$ cat src/common/cdma_pkg.sv
`default_nettype none

package cdma_pkg;

    typedef logic [31:0] word_t;
    typedef logic [31:0] host_addr_t;
    typedef logic [7:0]  ram_addr_t;
    // Top bit picks the RAM, low bits index the word
    typedef logic [8:0]  mem_ptr_t;
    typedef logic [8:0]  xfer_len_t;

    typedef enum logic [1:0] {
        COPY_IDLE,
        COPY_RUN,
        COPY_DRAIN
    } copy_state_t;

    // Address map
    localparam host_addr_t CDMA_BASE   = 32'h4000_0000;
    localparam int         WINDOW_BITS = 16;

    localparam logic [1:0] REG_REGION   = 2'd0;
    localparam logic [1:0] RAM_A_REGION = 2'd1;
    localparam logic [1:0] RAM_B_REGION = 2'd2;

    // Word indices inside the register region
    localparam logic [9:0] REG_SRC    = 10'd0;
    localparam logic [9:0] REG_DST    = 10'd1;
    localparam logic [9:0] REG_LEN    = 10'd2;
    localparam logic [9:0] REG_CTRL   = 10'd3;
    localparam logic [9:0] REG_STATUS = 10'd4;

    localparam int CTRL_GO_BIT      = 0;
    localparam int CTRL_IRQ_EN_BIT  = 1;
    localparam int STATUS_BUSY_BIT  = 0;
    localparam int STATUS_DONE_BIT  = 1;
    localparam int STATUS_EMPTY_BIT = 2;

    localparam int    RAM_WORDS = 256;
    localparam word_t DEAD_WORD = 32'hDEAD_BEEF;

endpackage

`default_nettype wire

$ cat src/cdma/status_result.sv
`timescale 1ns/1ps
`default_nettype none

module status_result import cdma_pkg::*; (
    input  wire        clk,
    input  wire        reset_i,
    input  wire        finish_i,
    input  wire        empty_i,
    input  wire        busy_i,
    input  wire        irq_en_i,
    input  wire        status_clear_i,
    input  wire word_t clear_mask_i,
    output word_t      status_o,
    output logic       irq_o
);

    logic done_q;
    logic empty_q;
    logic irq_q;
    logic done_d;
    logic empty_d;

    // A finish in the same cycle as a clear wins
    always_comb begin
        done_d  = done_q && !(status_clear_i && clear_mask_i[STATUS_DONE_BIT]);
        empty_d = empty_q && !(status_clear_i && clear_mask_i[STATUS_EMPTY_BIT]);
        if (finish_i) begin
            done_d  = 1'b1;
            empty_d = empty_d || empty_i;
        end
    end

    always_ff @(posedge clk) begin
        if (reset_i) begin
            done_q  <= 1'b0;
            empty_q <= 1'b0;
            irq_q   <= 1'b0;
        end else begin
            done_q  <= done_d;
            empty_q <= empty_d;
            irq_q   <= done_d && irq_en_i;
        end
    end

    always_comb begin
        status_o                   = '0;
        status_o[STATUS_BUSY_BIT]  = busy_i;
        status_o[STATUS_DONE_BIT]  = done_q;
        status_o[STATUS_EMPTY_BIT] = empty_q;
    end

    assign irq_o = irq_q;

endmodule

`default_nettype wire

$ cat config.mk
export PLATFORM = sky130hd
export DESIGN_NAME = status_result
export DESIGN_NICKNAME = d
export VERILOG_FILES = /design/src/common/cdma_pkg.sv /design/src/cdma/status_result.sv
export SDC_FILE = /design/constraint.sdc
export NUM_CORES = 1
export LEC_CHECK = 0
export BUFFER_PORTS_ARGS = -buffer_cell sky130_fd_sc_hd__buf_4
export CELL_PAD_IN_SITES_DETAIL_PLACEMENT = 0
export CELL_PAD_IN_SITES_GLOBAL_PLACEMENT = 1
export CORE_MARGIN = 4
export CORE_UTILIZATION = 14
export CTS_CLUSTER_DIAMETER = 50
export DETAILED_ROUTE_END_ITERATION = 8
export GPL_ROUTABILITY_DRIVEN = 1
export HOLD_SLACK_MARGIN = 0.03
export PLACE_DENSITY = 0.93
export REMOVE_ABC_BUFFERS = 1
export SYNTH_ARGS = -nofsm -noshare
export SYNTH_HDL_FRONTEND = slang
export SYNTH_SLANG_ARGS = --single-unit
$ cat constraint.sdc
create_clock -name clk -period 2.1 [get_ports clk]
set_input_delay 0.63 -clock clk [delete_from_list [all_inputs] [get_ports clk]]
set_output_delay 0.63 -clock clk [all_outputs]
set_load 0.01 [all_outputs]
Yosys cells after proc, flatten, opt, wreduce, memory -nomap -nowiden
Cells that the tools add are included.
{ "classes": {"muxes": 2, "reduce_logical": 8} }
{ "op_table": {"columns": ["operator", "n"], "rows": [
  ["$logic_and 1x1->1", 5],
  ["$logic_not 1->1", 2],
  ["$mux 1", 2],
  ["$logic_or 1x1->1", 1]
]} }
{ "totals": {"in_bits": 39, "elab_cells": 13, "regBits": 3, "output_inout_bits": 33} }

Longest topological paths before layout
{ "depth": {"ltp_word": 5, "ltp_mapped": 2, "depth_no_buf": 2} }

Worst setup path after synthesis
No wires, ideal clock.
{ "synth_timing": {"path_type": "input to output", "start": "in busy_i", "end": "out status_o[0]", "setup_slack_ns": 0.721, "cell_stages": 1, "required_time_ns": 1.470, "t_arrival_ns": 0.749, "path_buffers": 1, "path_cell_list": "buf_4"} }
{ "synth_lines": {"columns": ["item", "line_no", "rtl"], "rows": [
  ["from (decl)", "status_result.sv:9", "input wire busy_i,"],
  ["to (decl)", "status_result.sv:13", "output word_t status_o,"]
]} }
No word-level cell between the ends.

Worst setup path after layout
{ "layout_timing": {"start": "reg done_q", "end": "out status_o[1]"} }
{ "layout_lines": {"columns": ["item", "line_no", "rtl"], "rows": [
  ["from (decl)", "status_result.sv:17", "logic done_q;"],
  ["from (signal assigned)", "status_result.sv:39", "done_q <= done_d;"]
]} }
No word-level cell between the ends.

==> out/metrics.cfg <==
[floorplan]
io_pins=72
std_cell_rows=17
start_util=0.1536
die_w_um=58.20
core_mm2=0.002297
fp.dieH_um=58.20
die-area_mm2=0.003387

[power]
pwr-share-seq=0.294
clkPwrFrac=0.477
p_sw_uw=63.22
swShare=0.2988
finalPower_uw=211.6
p_int_uw=148.4
ir_drop_mv=0.1612
power_density_mw_per_mm2=597.5
power_frac_comb=0.229
p_leak_nw=0.2071

[clock_tree]
cts_resized=0
h-tree-depth=1
post-cts-setup-buffers=0
clock_latency_ns=0.23
cts.sinks=3
clk_path_buf_depth=2
cts_buffers=3
clkTransAtPathRegs_ns=0.04
cts_tree=built
cts_root_buf=clkbuf_4
hold_buffers=0

[grt]
grt_max_degree=4
met3_usage=0.008909
antenna_found_initial=0
grt_pass1_vias=152
overflow=0
grt_pass1_wl_um=634
track_usage=0.02783
met2_usage=0.04839
grt_busiest_layer=met2
grtUsageMet1=0.01979

[layout]
antenna_cells=0
fillCellCount=275
design_area_um2=354.1
fin_nets=94
fin_cells=82
seq_area_um2=60.06
area_growth_pct=0.3548
multiInputGateArea_um2=153.9
drive_gt1_frac=0.2593

[drt]
ant_nets=0
wire_per_inst_um=6.707
drt-total-wl_um=550
avgViaCountPerCell=2.402
drc=0
vias=197
drtIter0Drc=0
dr.pass1.iters=1

[worst_setup_path]
crit_arrival_ns=0.68
cp_num_buf_inv=1
slowest_stage=dfxtp_1
critPathMaxStageDelay_ns=0.33
end_kind=output pin
critPathRequiredTime_ns=1.47
path_cells=buf_4
critPathKind=flip-flop to output pin
cp-start-kind=flip-flop
path_delay_family=flip-flops
cp_max_fo=2

[timing]
setup_viol=0
finalMaxSlewViolations=0
layout_setup_ws_ns=0.7900
finalHoldViolations=0
fin_setup_tns_ns=0
finalCritPeriodShare=0.6238
rsz0062_at_grt=false
skew_ns=0.001516
clock.fmax_mhz=763.3
min_period_ns=1.310

[placement]
place.port_buffers=10
place_hpwl_um=511
dp_slack_ns=0.8399
dpl.cell_count=78
placed_area_um2=327.8
gp_congestion=0.5574

[synthesis]
synth_warnings=0
yosysTopAreaCell=buf_4
synth_top_area_frac=0.6809
synth_seq_cells=3
synth_area_per_cell_um2=8.019
synthesis.area_um2=352.8
postSynthCellCount=44
synthDistinctLibCells=9
synth_area_leaders=buf_4, dfxtp_1, a21oi_1
synth-seq-area-share=0.1702

[run]
maxCapViolCount=0

[min_path]
hold_path_class=input pin to flip-flop

[outcome]
outcome=completed

-- per-stage QoR --
step,utilization,hold slack [ns]
final,0.1541,0.5660
after global routing,0.1541,0.5586
after CTS,0.1541,0.5561
after detailed placement,0.1427,0.5726
after global placement,0.1427,0.5710
after floorplan,-,0.5932
-- cells in the mapped netlist --
cell       n
nand2_1    1
dfxtp_1    3
a21bo_1    1
a21oi_1    3
buf_4     32
conb_1     1
inv_1      1
a21bo_2    1
nand2b_1   1
-- power groups by stage --
stage	clock (mW)	sequential [mW]	combinational [mW]
floorplan	0	0.0648	0.0284
global placement	0	0.0631	0.0472
detailed placement	0	0.0632	0.0477
CTS	0.108	0.0623	0.0478
global route	0.112	0.0628	0.0537
finish	0.101	0.0623	0.0484
-- sequential cells by signal, summed over array words and instances (netlist names) --
name,cells
empty_q,1
done_q,1
irq_o,1
-- metal layers --
| layer | vias up | wire length [um] |
|---|---|---|
| li1 | 94 | - |
| met1 | 81 | 116 |
| met2 | 22 | 324 |
| met3 | 0 | 109 |
| met4 | 0 | 0 |
| met5 | - | 0 |
-- path summary, 6_finish.rpt --
check	startpoint	end	slack, ns	depth (start not counted)
max	done_q$_SDFF_PP0_	status_o[1]	0.79	1
min	reset_i	empty_q$_SDFF_PP0_	0.57	2
max reg2reg	done_q$_SDFF_PP0_	done_q$_SDFF_PP0_	1.36	2
min reg2reg	empty_q$_SDFF_PP0_	empty_q$_SDFF_PP0_	0.57	2
-- cell families (layout without fill, tap and decap cells) --
logic type,Yosys count,in the layout,share of synthesized area
flops,3,3,0.1702
other cells,1,29,0.01063
buf+inv,33,15,0.6915
compound gates,5,5,0.09928
simple gates,2,2,0.02837
-- final cells by class --
type / count / share of cell area
clock buffer: 4 / 0.07420
tap: 28 / 0.09894
timing repair buffer: 10 / 0.2120
sequential: 3 / 0.1696
multi-input combinational: 36 / 0.4346
inverter: 1 / 0.01060
-- cell usage in the layout, fill, tap and decap left out, drive strengths merged --
cell / n
dfxtp: 3
nand2: 1
a21bo: 2
buf: 10
inv: 1
nand2b: 1
clkbuf: 4
a21oi: 3
conb: 29
Note: power is estimated with default switching activity, not from simulation.
