$ cat src/common/cdma_pkg.sv
`default_nettype none

package cdma_pkg;

    typedef logic [31:0] word_t;
    typedef logic [31:0] host_addr_t;
    typedef logic [7:0]  ram_addr_t;
    // Top bit picks the RAM, low bits index the word
    typedef logic [8:0]  mem_ptr_t;
    typedef logic [8:0]  xfer_len_t;

    typedef enum logic [1:0] {
        COPY_IDLE,
        COPY_RUN,
        COPY_DRAIN
    } copy_state_t;

    // Address map
    localparam host_addr_t CDMA_BASE   = 32'h4000_0000;
    localparam int         WINDOW_BITS = 16;

    localparam logic [1:0] REG_REGION   = 2'd0;
    localparam logic [1:0] RAM_A_REGION = 2'd1;
    localparam logic [1:0] RAM_B_REGION = 2'd2;

    // Word indices inside the register region
    localparam logic [9:0] REG_SRC    = 10'd0;
    localparam logic [9:0] REG_DST    = 10'd1;
    localparam logic [9:0] REG_LEN    = 10'd2;
    localparam logic [9:0] REG_CTRL   = 10'd3;
    localparam logic [9:0] REG_STATUS = 10'd4;

    localparam int CTRL_GO_BIT      = 0;
    localparam int CTRL_IRQ_EN_BIT  = 1;
    localparam int STATUS_BUSY_BIT  = 0;
    localparam int STATUS_DONE_BIT  = 1;
    localparam int STATUS_EMPTY_BIT = 2;

    localparam int    RAM_WORDS = 256;
    localparam word_t DEAD_WORD = 32'hDEAD_BEEF;

endpackage

`default_nettype wire

$ cat src/source/reg_decode.sv
`timescale 1ns/1ps
`default_nettype none

module reg_decode import cdma_pkg::*; (
    input  wire             clk,
    input  wire             reset_i,
    input  wire             host_wr_i,
    input  wire             host_rd_i,
    input  wire host_addr_t host_addr_i,
    input  wire word_t      host_wdata_i,
    output word_t           host_rdata_o,
    output logic            host_rvalid_o,
    input  wire             busy_i,
    input  wire word_t      status_i,
    input  wire word_t      ram_a_rdata_i,
    input  wire word_t      ram_b_rdata_i,
    output logic            ram_wr_a_o,
    output logic            ram_wr_b_o,
    output logic            ram_rd_a_o,
    output logic            ram_rd_b_o,
    output ram_addr_t       ram_addr_o,
    output word_t           ram_wdata_o,
    output mem_ptr_t        src_o,
    output mem_ptr_t        dst_o,
    output xfer_len_t       len_o,
    output logic            go_o,
    output logic            irq_en_o,
    output logic            status_clear_o,
    output word_t           clear_mask_o
);

    logic [WINDOW_BITS-1:0] offset;
    logic                   hit;
    logic [1:0]             region;
    logic [9:0]             reg_idx;
    logic                   reg_wr;
    logic                   reg_rd;
    word_t                  reg_rdata;

    mem_ptr_t   src_q;
    mem_ptr_t   dst_q;
    xfer_len_t  len_q;
    logic       irq_en_q;
    logic       rvalid_q;
    logic [1:0] rd_sel_q;
    word_t      reg_rdata_q;

    // Strip the base, then split into region and word index
    assign offset  = host_addr_i[WINDOW_BITS-1:0];
    assign hit     = (host_addr_i[31:WINDOW_BITS] == CDMA_BASE[31:WINDOW_BITS])
                     && (offset[WINDOW_BITS-1:14] == '0);
    assign region  = offset[13:12];
    assign reg_idx = offset[11:2];

    assign reg_wr = host_wr_i && hit && (region == REG_REGION);
    assign reg_rd = host_rd_i && hit && (region == REG_REGION);

    assign ram_wr_a_o  = host_wr_i && hit && (region == RAM_A_REGION);
    assign ram_wr_b_o  = host_wr_i && hit && (region == RAM_B_REGION);
    assign ram_rd_a_o  = host_rd_i && hit && (region == RAM_A_REGION);
    assign ram_rd_b_o  = host_rd_i && hit && (region == RAM_B_REGION);
    assign ram_addr_o  = offset[9:2];
    assign ram_wdata_o = host_wdata_i;

    assign go_o           = reg_wr && (reg_idx == REG_CTRL) && host_wdata_i[CTRL_GO_BIT];
    assign status_clear_o = reg_wr && (reg_idx == REG_STATUS);
    assign clear_mask_o   = host_wdata_i;

    always_comb begin
        reg_rdata = '0;
        case (reg_idx)
            REG_SRC:    reg_rdata = word_t'(src_q);
            REG_DST:    reg_rdata = word_t'(dst_q);
            REG_LEN:    reg_rdata = word_t'(len_q);
            REG_CTRL:   reg_rdata[CTRL_IRQ_EN_BIT] = irq_en_q;
            REG_STATUS: reg_rdata = status_i;
            default:    reg_rdata = DEAD_WORD;
        endcase
    end

    // Transfer setup is frozen while a copy runs
    always_ff @(posedge clk) begin
        if (reset_i) begin
            src_q    <= '0;
            dst_q    <= '0;
            len_q    <= '0;
            irq_en_q <= 1'b0;
        end else if (reg_wr) begin
            case (reg_idx)
                REG_SRC:  if (!busy_i) src_q <= host_wdata_i[8:0];
                REG_DST:  if (!busy_i) dst_q <= host_wdata_i[8:0];
                REG_LEN:  if (!busy_i) len_q <= host_wdata_i[8:0];
                REG_CTRL: irq_en_q <= host_wdata_i[CTRL_IRQ_EN_BIT];
                default:  ;
            endcase
        end
    end

    always_ff @(posedge clk) begin
        if (reset_i) begin
            rvalid_q <= 1'b0;
            rd_sel_q <= 2'd3;
        end else begin
            rvalid_q <= host_rd_i;
            if (host_rd_i) begin
                rd_sel_q <= hit ? region : 2'd3;
            end
        end
    end

    always_ff @(posedge clk) begin
        if (reg_rd) begin
            reg_rdata_q <= reg_rdata;
        end
    end

    always_comb begin
        case (rd_sel_q)
            REG_REGION:   host_rdata_o = reg_rdata_q;
            RAM_A_REGION: host_rdata_o = ram_a_rdata_i;
            RAM_B_REGION: host_rdata_o = ram_b_rdata_i;
            default:      host_rdata_o = DEAD_WORD;
        endcase
    end

    assign host_rvalid_o = rvalid_q;
    assign src_o         = src_q;
    assign dst_o         = dst_q;
    assign len_o         = len_q;
    assign irq_en_o      = irq_en_q;

endmodule

`default_nettype wire

$ cat config.mk
export PLATFORM = sky130hd
export DESIGN_NAME = reg_decode
export DESIGN_NICKNAME = d
export VERILOG_FILES = /design/src/common/cdma_pkg.sv /design/src/source/reg_decode.sv
export SDC_FILE = /design/constraint.sdc
export NUM_CORES = 1
export LEC_CHECK = 0
export BUFFER_PORTS_ARGS = -buffer_cell sky130_fd_sc_hd__buf_4
export CAP_MARGIN = 40
export CORE_AREA = 4 4 118 120
export CTS_CLUSTER_SIZE = 10
export DETAILED_ROUTE_END_ITERATION = 16
export DIE_AREA = 0 0 122 124
export PLACE_DENSITY_LB_ADDON = 0.3
export SLEW_MARGIN = 15
export SYNTH_ARGS = -nofsm -noshare
export SYNTH_HDL_FRONTEND = slang
export SYNTH_SLANG_ARGS = --single-unit
$ cat constraint.sdc
create_clock -name clk -period 2.2 [get_ports clk]
set_input_delay 0 -clock clk [delete_from_list [all_inputs] [get_ports clk]]
set_output_delay 0 -clock clk [all_outputs]
set_load 0.01 [all_outputs]
## Yosys cells after proc, flatten, opt, wreduce, memory -nomap -nowiden

Cells that the tools add are included.

- Equal/unequal tests: 9
- Multiplexer cells: 5
- Reductions and logical operators: 20
- Bitwise operators: 1

Operators with widths:

| kind | count |
|---|---|
| $pmux W30 S5 | 1 |
| $pmux W32 S3 | 1 |
| $eq A10 B2 Y1 const B | 2 |
| $eq A16 B15 Y1 const B | 1 |
| $logic_and A1 B1 Y1 | 12 |
| $eq A10 B1 Y1 const B | 1 |
| $eq A10 B3 Y1 const B | 1 |
| $logic_not A10 Y1 | 1 |
| $pmux W1 S5 | 2 |
| $reduce_and A3 Y1 | 3 |
| $logic_not A2 Y1 | 3 |
| $eq A2 B1 Y1 const B | 2 |
| $eq A2 B2 Y1 const B | 2 |
| $mux W2 | 1 |
| $reduce_and A2 Y1 | 1 |
| $not A1 Y1 | 1 |

- Output and inout bits: 139
- Input port bits: 165
- Logic and storage cells: 42
- Flip-flop bits (word level): 63

## Logic depth before layout (Yosys ltp)

- Depth in word-level cells: 6
- Gate-level depth with buffers: 7
- Depth with buffers taken out: 4

## Worst setup path after synthesis

No wires, ideal clock.

- Kind: input to register
- From: in host_addr_i[25]
- To: reg reg_rdata_q[0], enable pin
- Stages on the path: 5
- Path slack: -0.208 ns
- Setup time: 0.392 ns
- Required time: 1.808 ns
- Buffers on the path: 1
- Arrival time: 2.016 ns
- Cells stage by stage: or4_4 or2_1 buf_6 nor3_1 and3b_1

- Longest elaborated chain between the ends: 4

RTL lines:

| what | RTL line | text |
|---|---|---|
| start: declaration | reg_decode.sv:9 | `input wire host_addr_t host_addr_i,` |
| $eq A16 B15 Y1 | reg_decode.sv:50 | `assign hit = (host_addr_i[31:WINDOW_BITS] == CDMA_BASE[31:WINDOW_BITS])` |
| $logic_and A1 B1 Y1 | reg_decode.sv:51 | `&& (offset[WINDOW_BITS-1:14] == '0);` |
| $logic_and A1 B1 Y1 (2 in a row) | reg_decode.sv:56 | `assign reg_rd = host_rd_i && hit && (region == REG_REGION);` |
| named net reg_rd | reg_decode.sv:37 | `logic reg_rd;` |
| end signal: assignment | reg_decode.sv:113 | `reg_rdata_q <= reg_rdata;` |
| end: declaration | reg_decode.sv:46 | `word_t reg_rdata_q;` |

The timed path passes the listed nets, and every way through them passes these cells.
A chain may end at the register's enable or synchronous reset.

## Worst setup path in the final report

- From: in host_addr_i[13]
- To: reg dst_q[2], in the netlist dst_o[2]

- Longest elaborated chain between the ends: 3

RTL lines:

| what | RTL line | text |
|---|---|---|
| $logic_not A2 Y1 | reg_decode.sv:55 | `assign reg_wr = host_wr_i && hit && (region == REG_REGION);` |
| $logic_and A1 B1 Y1 | reg_decode.sv:55 |  |
| $reduce_and A3 Y1 (no line) | - |  |
| end signal: assignment | reg_decode.sv:91 | `REG_DST: if (!busy_i) dst_q <= host_wdata_i[8:0];` |
| end: declaration | reg_decode.sv:41 | `mem_ptr_t dst_q;` |

No other way between the ends.

==> run_results.csv <==
group,metric,value,unit
job,drv_cap,0,
clock_network,clk_pin_slew_worst_paths,0.05,ns
grt,grt_pass1_wl,20100,um
cells_and_area,layout.cells.non_filler,790,
clock_network,cts_resized,0,
placement,place_congestion,0.727,
clock_network,clk_path_buf_depth,2,
clock_network,post_cts_buffers,0,
synth,synth_top_area_share,22.7,%
drt,wl_per_cell,17.0,um
grt,grt_overflow,0,
clock_network,cts.sinks,63,
cells_and_area,fillCellCount,1204,
drt,antenna_left,0,
sta,max_freq,0.556,GHz
setup_path,arrival,2.01,ns
sta,min_period,1.80,ns
synth,synthFlopType,"edfxtp_1",
synth,yosysWarnings,0,
setup_path,reg2reg_to,"rd_sel_q[1]$_SDFFE_PP1P_",
cells_and_area,diodes,0,
setup_path,critPathLaunchType,"input port",
cells_and_area,nets,774,
pwr,p_comb_share,13.0,%
sta,skew,0.00580,ns
sta,fin_tns_setup,0,ns
min_path,min_path_type,"input port to output pin",
drt,route.vias.total,3706,
floorplanning,die_w,122,um
synth,synth.yosys.seq_area_share,37.3,%
sta,rsz0062_at_grt,"no",
clock_network,htree_levels,3,
synth,synthArstFlopShare,0,%
drt,drt_first_pass_iters,4,
grt,antenna_found_initial,1,
sta,hold_violations,0,
pwr,power.density,491,nW/um^2
placement,placed_cell_area,5650,um^2
setup_path,crit_path_start,"host_addr_i[13]",
placement,portBuffers,232,
outcome,status,"completed",
pwr,seqPwrFrac,39.7,%
synth,post-synth-top-area-cell,"edfxtp_1",
synth,avgSynthCellArea,10.0,um^2
clock_network,clockRootBuffer,"clkbuf_16",
cells_and_area,area_delta_synth_final,48.3,%
pwr,p_leak,2.86,nW
clock_network,cts_tree,"yes",
drt,viasPerCell,4.69,
floorplanning,floorplan.initialDensity,32.6,%
clock_network,ctsHoldBuffers,32,
sta,min_period_over_period,81.8,%
grt,grt_max_degree,41,
cells_and_area,final_cell_area,6280,um^2
drt,wl,13400,um
floorplanning,core_area,13000,um^2
clock_network,numCtsBuffers,9,
sta,slew_headroom,56.8,%
synth,synth_cells,422,
placement,dp.cells,742,
setup_path,endpoint_kind,"flip-flop",
cells_and_area,final_core_util,48.4,%
setup_path,worst-setup-path-type,"input port to flip-flop",
pwr,clockPowerShare,47.3,%
setup_path,r2r_setup_slack,0.88,ns
synth,synth_cell_types,46,
setup_path,critPathRequiredTime,2.41,ns
setup_path,crit_end,"dst_o[2]$_SDFFE_PP0P_",
pwr,power.total,3.09,mW
drt,drt_iter0_drc,98,
pwr,ir_drop,0.224,mV
floorplanning,die_y,124,um
synth,synth_seq_cells,63,
sta,slew_violations,0,
pwr,p_sw,622,uW
synth,synth_edf_count,32,
cells_and_area,drive_above_1_share,49.0,%
setup_path,r2r-start,"rd_sel_q[1]$_SDFFE_PP1P_",
synth,synth_area_leaders,"edfxtp_1 23%, dfxtp_1 15%, buf_4 13%",
grt,grt_pass1_vias,3952,
setup_path,ff2ff_path_depth,3,
floorplanning,dieArea,15100,um^2
sta,tightest_slew,0.645,ns
drt,drc_errors,0,
sta,setup_viol,0,
setup_path,critical_path.max_fanout,9,
floorplanning,rows,42,
placement,dp_hpwl,10600,um
synth,synth_area,4240,um^2
pwr,swShare,20.1,%
pwr,p_int,2.46,mW
grt,globalRouteTotalUtil,17.0,%
floorplanning,ios,304,
clock_network,clock_latency,0.32,ns
synth,syn_nets,587,
[sequential cells by signal, summed over array words and instances (netlist names)]
register and flops:
reg_rdata_q 32, host_rvalid_o 1, dst_o 9, irq_en_o 1, len_o 9, src_o 9, rd_sel_q 2
[cells in the final DEF (no fill, tap or decap), drive strengths merged, types with 2 or more instances in the layout]
master       instances
mux2i               44
nand2               21
o22a                24
and4                 2
nand3                3
and3                11
nor3                11
inv                  2
dlygate4sd3         32
o2bb2ai              2
nand2b              23
nor4                 6
or2b                16
clkinv               2
edfxtp              32
dfxtp               31
buf                246
nand4                2
a211oi               5
clkbuf              13
a21o                17
o21ai                9
nor2                 9
a22oi                3
mux2                24
nor2b                6
or4                  4
[synth_stat cells (5+ instances only)]
cell / count
clkbuf_1: 20
nor2_1: 9
buf_4: 72
mux2_2: 24
mux2i_1: 44
nor3_1: 11
nand2_1: 21
nand2b_1: 23
or2b_2: 11
nor2b_1: 6
or2b_1: 5
a21o_1: 17
dfxtp_1: 31
and3_1: 11
o22a_1: 24
o21ai_0: 9
edfxtp_1: 32
a211oi_1: 5
buf_2: 5
[stage by stage]
stage | hold slack [ns] | setup WS [ns]
floorplan | 0.0918 | 0.122
global placement | 0.000100 | 0.309
detailed placement | 0.000100 | 0.293
CTS | 0.000100 | 0.334
global route | 0.0000345 | 0.198
finish | 0.00000757 | 0.400
[worst max-delay path, cell delays in order]
cell,delay [ns]
dlygate4sd3_1,0.53
buf_4,0.15
or4b_1,0.59
nor3_1,0.25
nand4_1,0.13
buf_4,0.22
mux2i_1,0.13
[how the worst min path moves through the flow]
stage | cells after the start | from | slack (ns) | endpoint
floorplan | 1 | host_wdata_i[0] | 0.09 | clear_mask_o[0]
global placement | 0 | host_wdata_i[13] | 0.0001 | clear_mask_o[13]
detailed placement | 0 | host_wdata_i[13] | 0.0001 | clear_mask_o[13]
CTS | 0 | host_wdata_i[13] | 0.0001 | clear_mask_o[13]
global route | 0 | host_wdata_i[27] | 0.00003 | clear_mask_o[27]
finish | 0 | host_wdata_i[26] | 0.000008 | clear_mask_o[26]
[metal layers]
metal | global-route usage (%) | part of all wire [%] | vias to the layer above | wire length, um
met5 | 0 | 0.052 | - | 7
met4 | 4.69 | 1.2 | 2 | 161
met3 | 5.22 | 9.0 | 14 | 1210
met2 | 31.5 | 52 | 180 | 6950
met1 | 18.7 | 38 | 1697 | 5120
li1 | - | - | 1813 | -
[cells by family after synthesis]
group	after synthesis	share of synthesized area, %
buffers and inverters	104	16.2
flip-flops	63	37.3
AND/OR/NAND/NOR	121	17.8
AO/OA/AOI/OAI	66	11.9
multiplexers	68	16.8
[power by group through the flow]
stage	logic (mW)	clock network, mW	registers, mW
after floorplan	0.214	0	1.25
after global placement	0.351	0	1.25
after detailed placement	0.358	0	1.25
after CTS	0.405	1.50	1.22
after global routing	0.431	1.55	1.22
final	0.401	1.46	1.22
[layout make-up]
class / instances / area [um^2] / share of cell area (%)
Timing Repair Buffer: 278 / 2190 / 34.9
Multi-Input combinational cell: 255 / 1970 / 31.4
Sequential cell: 63 / 1580 / 25.2
Clock buffer: 13 / 272 / 4.32
Tap cell: 176 / 220 / 3.50
Clock inverter: 3 / 40.0 / 0.637
Inverter: 2 / 7.51 / 0.119
Note: power is estimated with default switching activity, not from simulation.
