**src/common/cdma_pkg.sv**
```systemverilog
`default_nettype none

package cdma_pkg;

    typedef logic [31:0] word_t;
    typedef logic [31:0] host_addr_t;
    typedef logic [7:0]  ram_addr_t;
    // Top bit picks the RAM, low bits index the word
    typedef logic [8:0]  mem_ptr_t;
    typedef logic [8:0]  xfer_len_t;

    typedef enum logic [1:0] {
        COPY_IDLE,
        COPY_RUN,
        COPY_DRAIN
    } copy_state_t;

    // Address map
    localparam host_addr_t CDMA_BASE   = 32'h4000_0000;
    localparam int         WINDOW_BITS = 16;

    localparam logic [1:0] REG_REGION   = 2'd0;
    localparam logic [1:0] RAM_A_REGION = 2'd1;
    localparam logic [1:0] RAM_B_REGION = 2'd2;

    // Word indices inside the register region
    localparam logic [9:0] REG_SRC    = 10'd0;
    localparam logic [9:0] REG_DST    = 10'd1;
    localparam logic [9:0] REG_LEN    = 10'd2;
    localparam logic [9:0] REG_CTRL   = 10'd3;
    localparam logic [9:0] REG_STATUS = 10'd4;

    localparam int CTRL_GO_BIT      = 0;
    localparam int CTRL_IRQ_EN_BIT  = 1;
    localparam int STATUS_BUSY_BIT  = 0;
    localparam int STATUS_DONE_BIT  = 1;
    localparam int STATUS_EMPTY_BIT = 2;

    localparam int    RAM_WORDS = 256;
    localparam word_t DEAD_WORD = 32'hDEAD_BEEF;

endpackage

`default_nettype wire

```
**src/cdma/copy_execute.sv**
```systemverilog
`timescale 1ns/1ps
`default_nettype none

module copy_execute import cdma_pkg::*; (
    input  wire            clk,
    input  wire            reset_i,
    input  wire            go_i,
    input  wire mem_ptr_t  src_i,
    input  wire mem_ptr_t  dst_i,
    input  wire xfer_len_t len_i,
    output logic           rd_a_o,
    output logic           rd_b_o,
    output logic           wr_a_o,
    output logic           wr_b_o,
    output ram_addr_t      rd_addr_o,
    output ram_addr_t      wr_addr_o,
    input  wire word_t     ram_a_rdata_i,
    input  wire word_t     ram_b_rdata_i,
    output word_t          wdata_o,
    output logic           busy_o,
    output logic           finish_o,
    output logic           empty_o
);

    copy_state_t state_q;
    ram_addr_t   rd_ptr_q;
    ram_addr_t   wr_ptr_q;
    xfer_len_t   rd_left_q;
    logic        src_sel_q;
    logic        dst_sel_q;
    logic        wr_pend_q;
    logic        finish_q;
    logic        empty_q;
    logic        rd_en;
    logic        accept;

    assign rd_en  = (state_q == COPY_RUN);
    assign accept = (state_q == COPY_IDLE) && go_i;

    always_ff @(posedge clk) begin
        if (reset_i) begin
            state_q   <= COPY_IDLE;
            wr_pend_q <= 1'b0;
            finish_q  <= 1'b0;
            empty_q   <= 1'b0;
        end else begin
            // Data returns one cycle after its read
            wr_pend_q <= rd_en;
            finish_q  <= 1'b0;
            empty_q   <= 1'b0;
            case (state_q)
                COPY_IDLE: begin
                    if (go_i) begin
                        if (len_i == '0) begin
                            finish_q <= 1'b1;
                            empty_q  <= 1'b1;
                        end else begin
                            state_q <= COPY_RUN;
                        end
                    end
                end
                COPY_RUN: begin
                    if (rd_left_q == xfer_len_t'(1)) begin
                        state_q <= COPY_DRAIN;
                    end
                end
                COPY_DRAIN: begin
                    state_q  <= COPY_IDLE;
                    finish_q <= 1'b1;
                end
                default: state_q <= COPY_IDLE;
            endcase
        end
    end

    always_ff @(posedge clk) begin
        if (accept) begin
            rd_ptr_q  <= src_i[7:0];
            wr_ptr_q  <= dst_i[7:0];
            src_sel_q <= src_i[8];
            dst_sel_q <= dst_i[8];
            rd_left_q <= len_i;
        end else begin
            if (rd_en) begin
                rd_ptr_q  <= rd_ptr_q + 1'b1;
                rd_left_q <= rd_left_q - 1'b1;
            end
            if (wr_pend_q) begin
                wr_ptr_q <= wr_ptr_q + 1'b1;
            end
        end
    end

    assign rd_a_o    = rd_en && !src_sel_q;
    assign rd_b_o    = rd_en && src_sel_q;
    assign wr_a_o    = wr_pend_q && !dst_sel_q;
    assign wr_b_o    = wr_pend_q && dst_sel_q;
    assign rd_addr_o = rd_ptr_q;
    assign wr_addr_o = wr_ptr_q;
    assign wdata_o   = src_sel_q ? ram_b_rdata_i : ram_a_rdata_i;
    assign busy_o    = (state_q != COPY_IDLE);
    assign finish_o  = finish_q;
    assign empty_o   = empty_q;

endmodule

`default_nettype wire

```
**config.mk**
```make
export PLATFORM = sky130hd
export DESIGN_NAME = copy_execute
export DESIGN_NICKNAME = d
export VERILOG_FILES = /design/src/common/cdma_pkg.sv /design/src/cdma/copy_execute.sv
export SDC_FILE = /design/constraint.sdc
export NUM_CORES = 1
export LEC_CHECK = 0
export BUFFER_PORTS_ARGS = -buffer_cell sky130_fd_sc_hd__buf_2
export CAP_MARGIN = 40
export CORE_MARGIN = 4
export CORE_UTILIZATION = 37
export DETAILED_ROUTE_END_ITERATION = 10
export PLACE_DENSITY_LB_ADDON = 0.05
export SYNTH_ARGS = -nofsm -noshare
export SYNTH_HDL_FRONTEND = slang
export SYNTH_SLANG_ARGS = --single-unit
```
**constraint.sdc**
```tcl
create_clock -name clk -period 1.61 [get_ports clk]
set_input_delay 0.161 -clock clk [delete_from_list [all_inputs] [get_ports clk]]
set_output_delay 0.161 -clock clk [all_outputs]
set_load 0.02 [all_outputs]
```
* Word level (Yosys, flattened, before mapping) *
Cells that the tools add are included.

storage, ports and cells
  bits in registers = 32
  bits in latches = 0
  RAM bits = 0
  memory bits (read-only) = 0
  bits of input ports = 94
  output and inout bits = 55
  logic and storage cells = 47
  memories = 0

cells by class
  add/subtract/negate cells = 3
  multipliers = 0
  divide/modulo/power cells = 0
  $lt $le $gt $ge = 0
  equal/unequal tests = 6
  shifts and indexed selects = 0
  mux-type cells = 14
  bitwise operators = 1
  reduce and logical (&&, ||, !) cells = 14

operator list
  operator                                                                 count
  32-bit two-way mux                                                       1
  8-bit two-way mux                                                        4
  9-bit two-way mux                                                        2
  8-bit by 1-bit adder with 8-bit output, second input constant            2
  9-bit by 1-bit == test with 1-bit output, second input constant          1
  9-bit zero test                                                          1
  9-bit by 1-bit subtractor with 9-bit output, second input constant       1
  2-bit two-way mux                                                        3
  2-bit nonzero test                                                       3
  1-bit logical AND                                                        5
  2-bit inequality test, second input constant                             2
  2-bit case mux with 2 select lines                                       1
  3-bit AND reduction                                                      1
  2-bit by 1-bit == test with 1-bit output, second input constant          1
  2-bit == test, second input constant                                     1
  1-bit zero test                                                          2
  2-bit zero test                                                          1
  1-bit two-way mux                                                        2
  2-bit by 1-bit inequality test with 1-bit output, second input constant  1
  1-bit case mux with 2 select lines                                       1
  2-bit OR reduction                                                       1
  1-bit NOT                                                                1

* Longest topological paths before layout *
Gate-level depths: netlist of the first run.

  depth in word-level cells = 4
  gate-level depth with buffers = 6
  depth with buffers taken out = 5

* Least setup slack after synthesis of the first run *
Ideal clock, no wire load.

  kind = register to register
  from = register rd_left_q[0]
  to = register rd_left_q[6] (data pin)
  library setup time = 152 ps
  arrival = 1573 ps
  data required time = 1458 ps
  setup slack = -114 ps
  stages on the path, launching flop included = 6
  path buffers = 0
  clock period less this slack = 1724 ps
  path through = edfxtp_1 > inv_1 > ha_1 > or3b_1 > or4_1 > a31oi_1

on the way
  longest elaborated chain between the ends = 3

RTL lines
  element                                      line                RTL
  start, declared                              copy_execute.sv:28  xfer_len_t rd_left_q;
  start signal, assigned                       copy_execute.sv:82  rd_left_q <= len_i;
  start signal, assigned                       copy_execute.sv:86  rd_left_q <= rd_left_q - 1'b1;
  9-bit by 1-bit subtractor with 9-bit output  copy_execute.sv:86
  9-bit two-way mux                            copy_execute.sv:84  if (rd_en) begin
  9-bit two-way mux                            copy_execute.sv:77  if (accept) begin

No other way between the ends. The select of a mux whose other input is x is not followed.
A chain may end at the register's enable or synchronous reset.

* Worst setup path in the final report of the first run *
Ends and elaborated chain as after synthesis.

==> results.cfg, run 1 <==
[outcome]
outcome = finished, violations left
violations = setup timing

[logic_synthesis]
synthArstFlopShare_pct = 0
ys_seq_elements = 32
synthMuxAreaShare_pct = 17.6
ys.flop_type = edfxtp_1
synthSimpleGateAreaFrac_pct = 19.6
ys_warn_count = 0
avgSynthCellArea_sq_um = 9.97
synth_xor_area_share_pct = 3.41
synth_cells = 206
yosysSeqAreaShare_pct = 44.4
syn_nets = 304
syn_area_sq_mm = 0.00205
synth-edff-count = 27
synth_compound_area_share_pct = 9.57
synth-adder-area-share_pct = 2.44
yosysUniqueCellTypes = 34
synth_top_family_by_area = simple AND/OR/NAND/NOR gates

[cts]
tritoncts = done
cts_root_buf = clkbuf_8
h-tree-depth = 2
worstSkewPairLatency_ps = 280
clock_sinks = 32
ctsLongestPathBuffers = 2
cts_made_buffers = 5
clkSlewWorstSetupHoldPaths_ps = 70
cts_hold_buf = 0

[grt]
grt_pass1_vias = 2060
grt_pass1_wl_mm = 9.36
grt_use_total_pct = 17.9
antenna_found_initial = 0
grt_max_degree = 35
overflow = 0

[route]
drt-total-wl_mm = 6.59
vias_per_cell = 4.94
antenna_left = 0
wl_per_cell_um = 14.7
vias = 2207
drt-initial-drc-count = 71
drc_errors = 0
dr.pass1.iters = 4

[layout]
fillers = 498
nNetsFinal = 474
final_layout_size_suffix_gt1_share_pct = 57.6
multiInputGateArea_sq_mm = 0.00110
n_antenna_cell = 0
final_cell_mix = buf_2 (148), mux2_2 (32), edfxtp_1 (27)
final-seq-area_sq_um = 911
final_common_cell = buf_2
area_growth_syn_to_layout_pct = 53.4

[sta]
period_minus_slack_ps = 1780
finalSetupViolations = 4
timing.hold.ws_ps = 65.2
hold_viol_final = 0
slew_headroom_pct = 75.5
max_slew.worst_pin.slew_ps = 364
fin_crit_sh_pct = 110
finalClockSkew_ps = 7.93
rsz0062_at_grt = yes
max_freq_ghz = 0.563
fin_ws_ps = -166
slew_violations = 0

[die]
initial_core_util_pct = 39.2
dieArea_sq_mm = 0.00681
ios = 149
coreArea_sq_mm = 0.00524
die_w_um = 82.5
die_h_um = 82.5
row_count = 26

[placement]
gp_congestion = 0.765
io_buffers = 148
dp_hpwl_mm = 5.24

[pwr]
power_mw = 2.87
switchingPower_mw = 0.985
cellInternalPower_mw = 1.89
switching_share_pct = 34.3
pwr-share-clk_pct = 20.5
p_seq_share_pct = 41.6
irDropWorstVdd_v = 0.000462
p_leak_nw = 1.45
powerDensity_mw_per_mm2 = 913
combPwrFrac_pct = 37.8

[worst_setup_path]
cp.required_ps = 1740
crit_fanout = 3
setup.worst_path.start_class = flop
end_kind = flop
cp_data_arrival_time_ps = 1900
path_class = reg2reg

[flow_run]
max_cap_viol_count = 0

[worst_hold_path]
hold_class = in2reg
==> cell type report <==
class                           instances  area share (%)
Clock buffer                            7            2.42
Inverter                                5           0.596
Clock inverter                          1           0.119
Multi-Input combinational cell        159            34.9
Timing Repair Buffer                  173            30.3
Tap cell                               70            2.78
Sequential cell                        32            28.9
==> kinds of logic (layout without fill, tap and decap cells) <==
family,Yosys count,after routing
buffers and inverters,15,186
DFF,32,32
and+or+nand+nor,81,81
xor gates and xnor gates,8,8
muxes,32,32
adders and majority gates,4,4
AOI/OAI and AO/OA,34,34
==> metal layers <==
layer	GRT usage (%)	part of all wire (%)	up-vias
met5	0	0	-
met4	4.90	0.77	0
met3	3.69	8.8	4
met2	33.9	51	104
met1	20.2	39	996
li1	-	-	1103
==> critical path, cell delays in order, from the launching register on <==
cell,delay [ps]
edfxtp_1,420
inv_1,130
ha_4,140
or3b_4,370
or4_1,400
a31oi_1,160
==> sequential cells by signal, indices dropped and copies added (netlist names) <==
signal     flops
src_sel_q      1
finish_o       1
wr_addr_o      8
empty_o        1
state_q        2
dst_sel_q      1
wr_pend_q      1
rd_left_q      9
rd_addr_o      8
==> cells in the mapped netlist (5+ instances only) <==
master	number	area, sq um
mux2_2	32	360
nand3_1	10	50.1
dfxtp_1	5	100
or3_1	8	50.1
a31oi_1	9	56.3
buf_2	6	30.0
inv_1	5	18.8
nor2_1	21	78.8
edfxtp_1	27	811
nand2_1	22	82.6
o21ai_0	16	80.1
==> through the flow <==
| stage | area, sq um | setup TNS [ps] | instances | setup WS [ps] | utilization, % |
|---|---|---|---|---|---|
| floorplan | 2060 | -166 | 206 | -111 | - |
| global placement | 3020 | -201 | 435 | -121 | 57.7 |
| detailed placement | 3020 | -281 | 435 | -136 | 57.7 |
| CTS | 3120 | -323 | 445 | -153 | 59.6 |
| global route | 3150 | -869 | 447 | -235 | 60.1 |
| finish | 3150 | -592 | 447 | -166 | 60.1 |
==> final timing paths <==
path	startpoint	end	slack, ps	depth (start not counted)
worst max-delay path	rd_left_q[0]	rd_left_q[6]	-170	5
worst min-delay path	src_i[8]	src_sel_q	70	1
worst max register to register	rd_left_q[0]	rd_left_q[6]	-170	5
worst min register to register	state_q[1]	finish_o	560	3
==> power by group through the flow <==
stage | clock [mW] | sequential, mW | combinational (mW)
after global placement | 0 | 1.21 | 1.03
after CTS | 0.610 | 1.20 | 1.07
after detailed placement | 0 | 1.21 | 1.05
after global routing | 0.649 | 1.22 | 1.19
after floorplan | 0 | 1.30 | 0.499
final | 0.589 | 1.20 | 1.09
==> repair_timing <==
action / 4_1_cts / 5_1_grt
pin swaps: 2 / 4
setup buffers: 2 / 2
setup endpoints to repair: 5 / 5
gates cloned: 0 / 0
endpoints found under the hold margin: 0 / 0
gates resized for setup: 1 / 3
No activity file was read; power rests on OpenSTA's default activity.
==> inputs of run 2 (changes only) <==
--- a/config.mk
+++ b/config.mk
@@ -7,6 +7,7 @@
 export LEC_CHECK = 0
 export BUFFER_PORTS_ARGS = -buffer_cell sky130_fd_sc_hd__buf_2
 export CAP_MARGIN = 40
+export CORE_ASPECT_RATIO = 0.7
 export CORE_MARGIN = 4
 export CORE_UTILIZATION = 37
 export DETAILED_ROUTE_END_ITERATION = 10
==> run 2 against run 1 <==
- global-route usage grew 1.2 points
- clock-buffer cell count shrank 2
- non-clock buffer count grew 4
- worst setup slack gained 64 ps
- critical endpoint unchanged
- hold slack lost 10 ps
- maximum frequency grew 3.7%
- clock power is essentially flat
- final cell count grew 1.3%
- the run still ends with setup timing left
- critical path depth is the same
- first-iteration DRC count grew 45%
- critical path type unchanged
- register-to-register slack gained 60 ps
- via count grew 1.8%
==> results.cfg, run 2 (synthesis results as in run 1) <==
[outcome]
outcome = finished, violations left
violations = setup timing

[sta]
max_freq_ghz = 0.584
hold_viol_final = 0
finalSetupViolations = 5
finalClockSkew_ps = 7.60
tns_ps = -154
fin_ws_ps = -102
fin_crit_sh_pct = 106
period_minus_slack_ps = 1710
max_slew.worst_pin.slew_ps = 421
slew_headroom_pct = 71.7
rsz0062_at_grt = yes
slew_violations = 0
timing.hold.ws_ps = 54.9

[placement]
dp_hpwl_mm = 5.40
placed_cells = 435
place_area_sq_mm = 0.00300
gp_congestion = 0.932
place_ws_ps = -160
io_buffers = 148

[grt]
grt_pass1_wl_mm = 10.6
overflow = 0
antenna_found_initial = 0
grt_use_total_pct = 19.2
grt_pass1_vias = 2096
grt_max_degree = 24

[worst_setup_path]
crit_end = rd_left_q[6]
r2r_slack_ps = -100
setup.worst_path.start_class = flop
worstReg2RegEnd = rd_left_q[6]
end_kind = flop
crit_fanout = 3
path_class = reg2reg
r2r_cells = 5
cp.required_ps = 1740
crit_start = rd_left_q[1]
rr_startpoint = rd_left_q[1]
cp_data_arrival_time_ps = 1850

[die]
dieArea_sq_mm = 0.00682
coreArea_sq_mm = 0.00531
die_h_um = 70.3
ios = 149
die_w_um = 97.0
initial_core_util_pct = 38.6
row_count = 22

[cts]
cts_root_buf = clkbuf_8
cts_made_buffers = 5
clock_sinks = 32
h-tree-depth = 2
ctsLongestPathBuffers = 2
cts_hold_buf = 0
clkSlewWorstSetupHoldPaths_ps = 60
tritoncts = done
worstSkewPairLatency_ps = 290

[layout]
n_antenna_cell = 0
fillers = 465
fin_util_pct = 62.6
largest_reg_flops = 9
instances_no_fill = 453
largest_register = rd_left_q
stdcell_area_sq_mm = 0.00333
final_common_cell = buf_2
nNetsFinal = 478
final_cell_mix = buf_2 (139), mux2_2 (32), edfxtp_1 (27)
final_layout_size_suffix_gt1_share_pct = 59.3
area_growth_syn_to_layout_pct = 62.0

[worst_hold_path]
hold_path_depth = 1
min_from = src_i[8]
hold_class = in2reg

[route]
drc_errors = 0
dr.pass1.iters = 4
vias_per_cell = 4.96
antenna_left = 0
vias = 2247
drt-initial-drc-count = 103
wl_per_cell_um = 15.7
drt-total-wl_mm = 7.10

[pwr]
irDropWorstVdd_v = 0.000499
p_leak_nw = 1.53
power_mw = 2.96
powerDensity_mw_per_mm2 = 889

[flow_run]
max_cap_viol_count = 0
[run 2: cell types whose count changed in the layout (fill, tap and decap cells not counted), sizes merged]
cell    change
clkbuf      +1
buf         +1
clkinv      +2
[run 2: layout make-up]
cell class              instances  area [sq um]  share of cell area [%]
clock buffers                   5          68.8                    2.07
clock inverters                 3          13.8                   0.414
inverters                       5          18.8                   0.564
multi-input cells             159          1110                    33.4
flip-flops and latches         32           911                    27.4
well taps                      72          90.1                    2.71
repair buffers                177          1110                    33.4
[run 2: repair_timing]
| action | in CTS | in global routing |
|---|---|---|
| resized for setup | 7 | 28 |
| buffers inserted | 3 | 4 |
| pin swaps | 5 | 2 |
| gates cloned | 0 | 3 |
| setup endpoints to repair | 7 | 15 |
[run 2: worst max-delay path, cell delays in order (launching register included)]
cell      delay, ps
edfxtp_1        420
inv_2           100
ha_4            130
or3b_4          380
or4_1           400
a31oi_1         130
[run 2: per-layer routing]
layer  part of all wire [%]  GRT usage [%]
met1                     41           24.0
met2                     48           32.9
met3                    7.5           4.59
met4                    2.9           5.76
met5                      0              0
[run 2: worst min path at each step]
stage          slack, ps          to
3_5_place_dp         340   src_sel_q
6_report              50   src_sel_q
2_1_floorplan        240  state_q[1]
5_1_grt               50   src_sel_q
3_3_place_gp         340   src_sel_q
4_1_cts               40   src_sel_q
[run 2: power by group]
group | switching, mW | internal, mW
logic | 0.592 | 0.563
clock network | 0.297 | 0.293
registers | 0.133 | 1.08
total | 1.02 | 1.93
==> inputs of run 3 (changes only) <==
--- a/config.mk
+++ b/config.mk
@@ -11,6 +11,7 @@
 export CORE_MARGIN = 4
 export CORE_UTILIZATION = 37
 export DETAILED_ROUTE_END_ITERATION = 10
+export GPL_TIMING_DRIVEN = 0
 export PLACE_DENSITY_LB_ADDON = 0.05
 export SYNTH_ARGS = -nofsm -noshare
 export SYNTH_HDL_FRONTEND = slang
==> run 3 against run 2 <==
- the run still ends with setup timing left
- cell area down 5.6%
- worst setup slack worse by 67 ps
- core utilization down 3.5 points
- clock-buffer cell count increased by 2
- final cell count shrank 1.5%
- total power is 3.5% lower
- wire length decreased by 4.0%
- critical path depth did not move
- flip-flop and latch count is the same
- first-iteration DRC count down 15%
==> results.cfg, run 3 (synthesis results as in run 1) <==
[sta]
slew_headroom_pct = 71.8
finalSetupViolations = 5
fin_crit_sh_pct = 110
hold_viol_final = 0
slew_violations = 0
max_slew.worst_pin.slew_ps = 422
fin_ws_ps = -169
tns_ps = -597
period_minus_slack_ps = 1780
rsz0062_at_grt = yes
finalClockSkew_ps = 12.1
max_freq_ghz = 0.562

[outcome]
violations = setup timing
outcome = finished, violations left

[layout]
nNetsFinal = 471
final_cell_mix = buf_2 (149), mux2_2 (31), edfxtp_1 (27)
final_common_cell = buf_2
final_layout_size_suffix_gt1_share_pct = 58.0
largest_reg_flops = 9
largest_register = rd_left_q
area_growth_syn_to_layout_pct = 53.0
stdcell_area_sq_mm = 0.00314
fillers = 479
n_antenna_cell = 0

[cts]
tritoncts = done
cts_made_buffers = 5
clock_sinks = 32
worstSkewPairLatency_ps = 280
clkSlewWorstSetupHoldPaths_ps = 60
ctsLongestPathBuffers = 2
cts_root_buf = clkbuf_8
h-tree-depth = 2

[placement]
io_buffers = 148
place_area_sq_mm = 0.00290
dp_hpwl_mm = 5.42
gp_congestion = 0.943

[pwr]
irDropWorstVdd_v = 0.000448
power_mw = 2.85
powerDensity_mw_per_mm2 = 909
p_leak_nw = 1.45

[route]
wl_per_cell_um = 15.3
antenna_left = 0
drc_errors = 0
dr.pass1.iters = 4
vias_per_cell = 4.94
drt-total-wl_mm = 6.82
drt-initial-drc-count = 88
vias = 2205

[die]
row_count = 22
die_w_um = 97.0
die_h_um = 70.3
dieArea_sq_mm = 0.00682
coreArea_sq_mm = 0.00531
ios = 149
initial_core_util_pct = 38.6

[worst_setup_path]
end_kind = flop
crit_fanout = 3
setup.worst_path.start_class = flop
crit_start = rd_left_q[0]
path_class = reg2reg
rr_startpoint = rd_left_q[0]
cp.required_ps = 1740
cp_data_arrival_time_ps = 1900

[grt]
grt_max_degree = 12
overflow = 0
antenna_found_initial = 0
grt_pass1_wl_mm = 10.3
grt_pass1_vias = 2096
grt_use_total_pct = 18.7

[flow_run]
max_cap_viol_count = 0

[worst_hold_path]
min_from = src_i[8]
hold_class = in2reg
-- run 3: final cells by class --
| cell class | count | area (sq um) | area share [%] |
|---|---|---|---|
| clock buffer | 7 | 76.3 | 2.43 |
| buffer | 8 | 72.6 | 2.31 |
| inverter | 5 | 18.8 | 0.598 |
| multi-input combinational | 159 | 1110 | 35.2 |
| clock inverter | 1 | 5.00 | 0.159 |
| timing repair buffer | 162 | 861 | 27.4 |
| tap | 72 | 90.1 | 2.87 |
| sequential | 32 | 911 | 29.0 |
-- run 3: path summary, 6_finish.rpt --
path                       end  slack, ps  cells after the start
hold / removal       src_sel_q         60                      1
setup / recovery  rd_left_q[6]       -170                      5
hold reg to reg       finish_o        520                      2
setup reg to reg  rd_left_q[6]       -170                      5
-- run 3: stage by stage --
step | utilization (%) | instances | hold slack [ps] | setup WS, ps
2_1_floorplan | - | 206 | 239 | -111
3_3_place_gp | 54.3 | 426 | 340 | -342
3_5_place_dp | 54.7 | 427 | 340 | -230
4_1_cts | 57.3 | 438 | 48.3 | -180
5_1_grt | 59.1 | 446 | 42.6 | -239
6_report | 59.1 | 446 | 64.1 | -169
-- run 3: critical path: stages (launching register included) --
cell and delay, ps:
edfxtp_1 430, inv_2 100, ha_4 130, or3b_4 380
or4_4 410, a31oi_1 170
-- run 3: timing repair --
action / in CTS / in global routing
resized for setup: 11 / 15
hold buffers: 0 / 0
pin swaps: 4 / 5
buffers inserted: 5 / 6
setup endpoints to repair: 64 / 34
cloned: 0 / 2
-- run 3: where the power goes --
part / internal (mW) / leakage (nW) / switching [mW] / total, mW
clock network: 0.303 / 0.0422 / 0.294 / 0.598
logic: 0.479 / 1.10 / 0.552 / 1.03
registers: 1.08 / 0.307 / 0.146 / 1.23
-- run 3: routing by layer --
metal  GRT usage, %  part of all wire, %  up-vias  routed length [um]
met2           32.4                   49       92                3350
met1           22.6                   41     1011                2820
li1               -                    -     1093                   -
met5              0                    0        -                   0
met3           5.59                  8.0        9                 548
met4           5.30                  1.5        0                 100
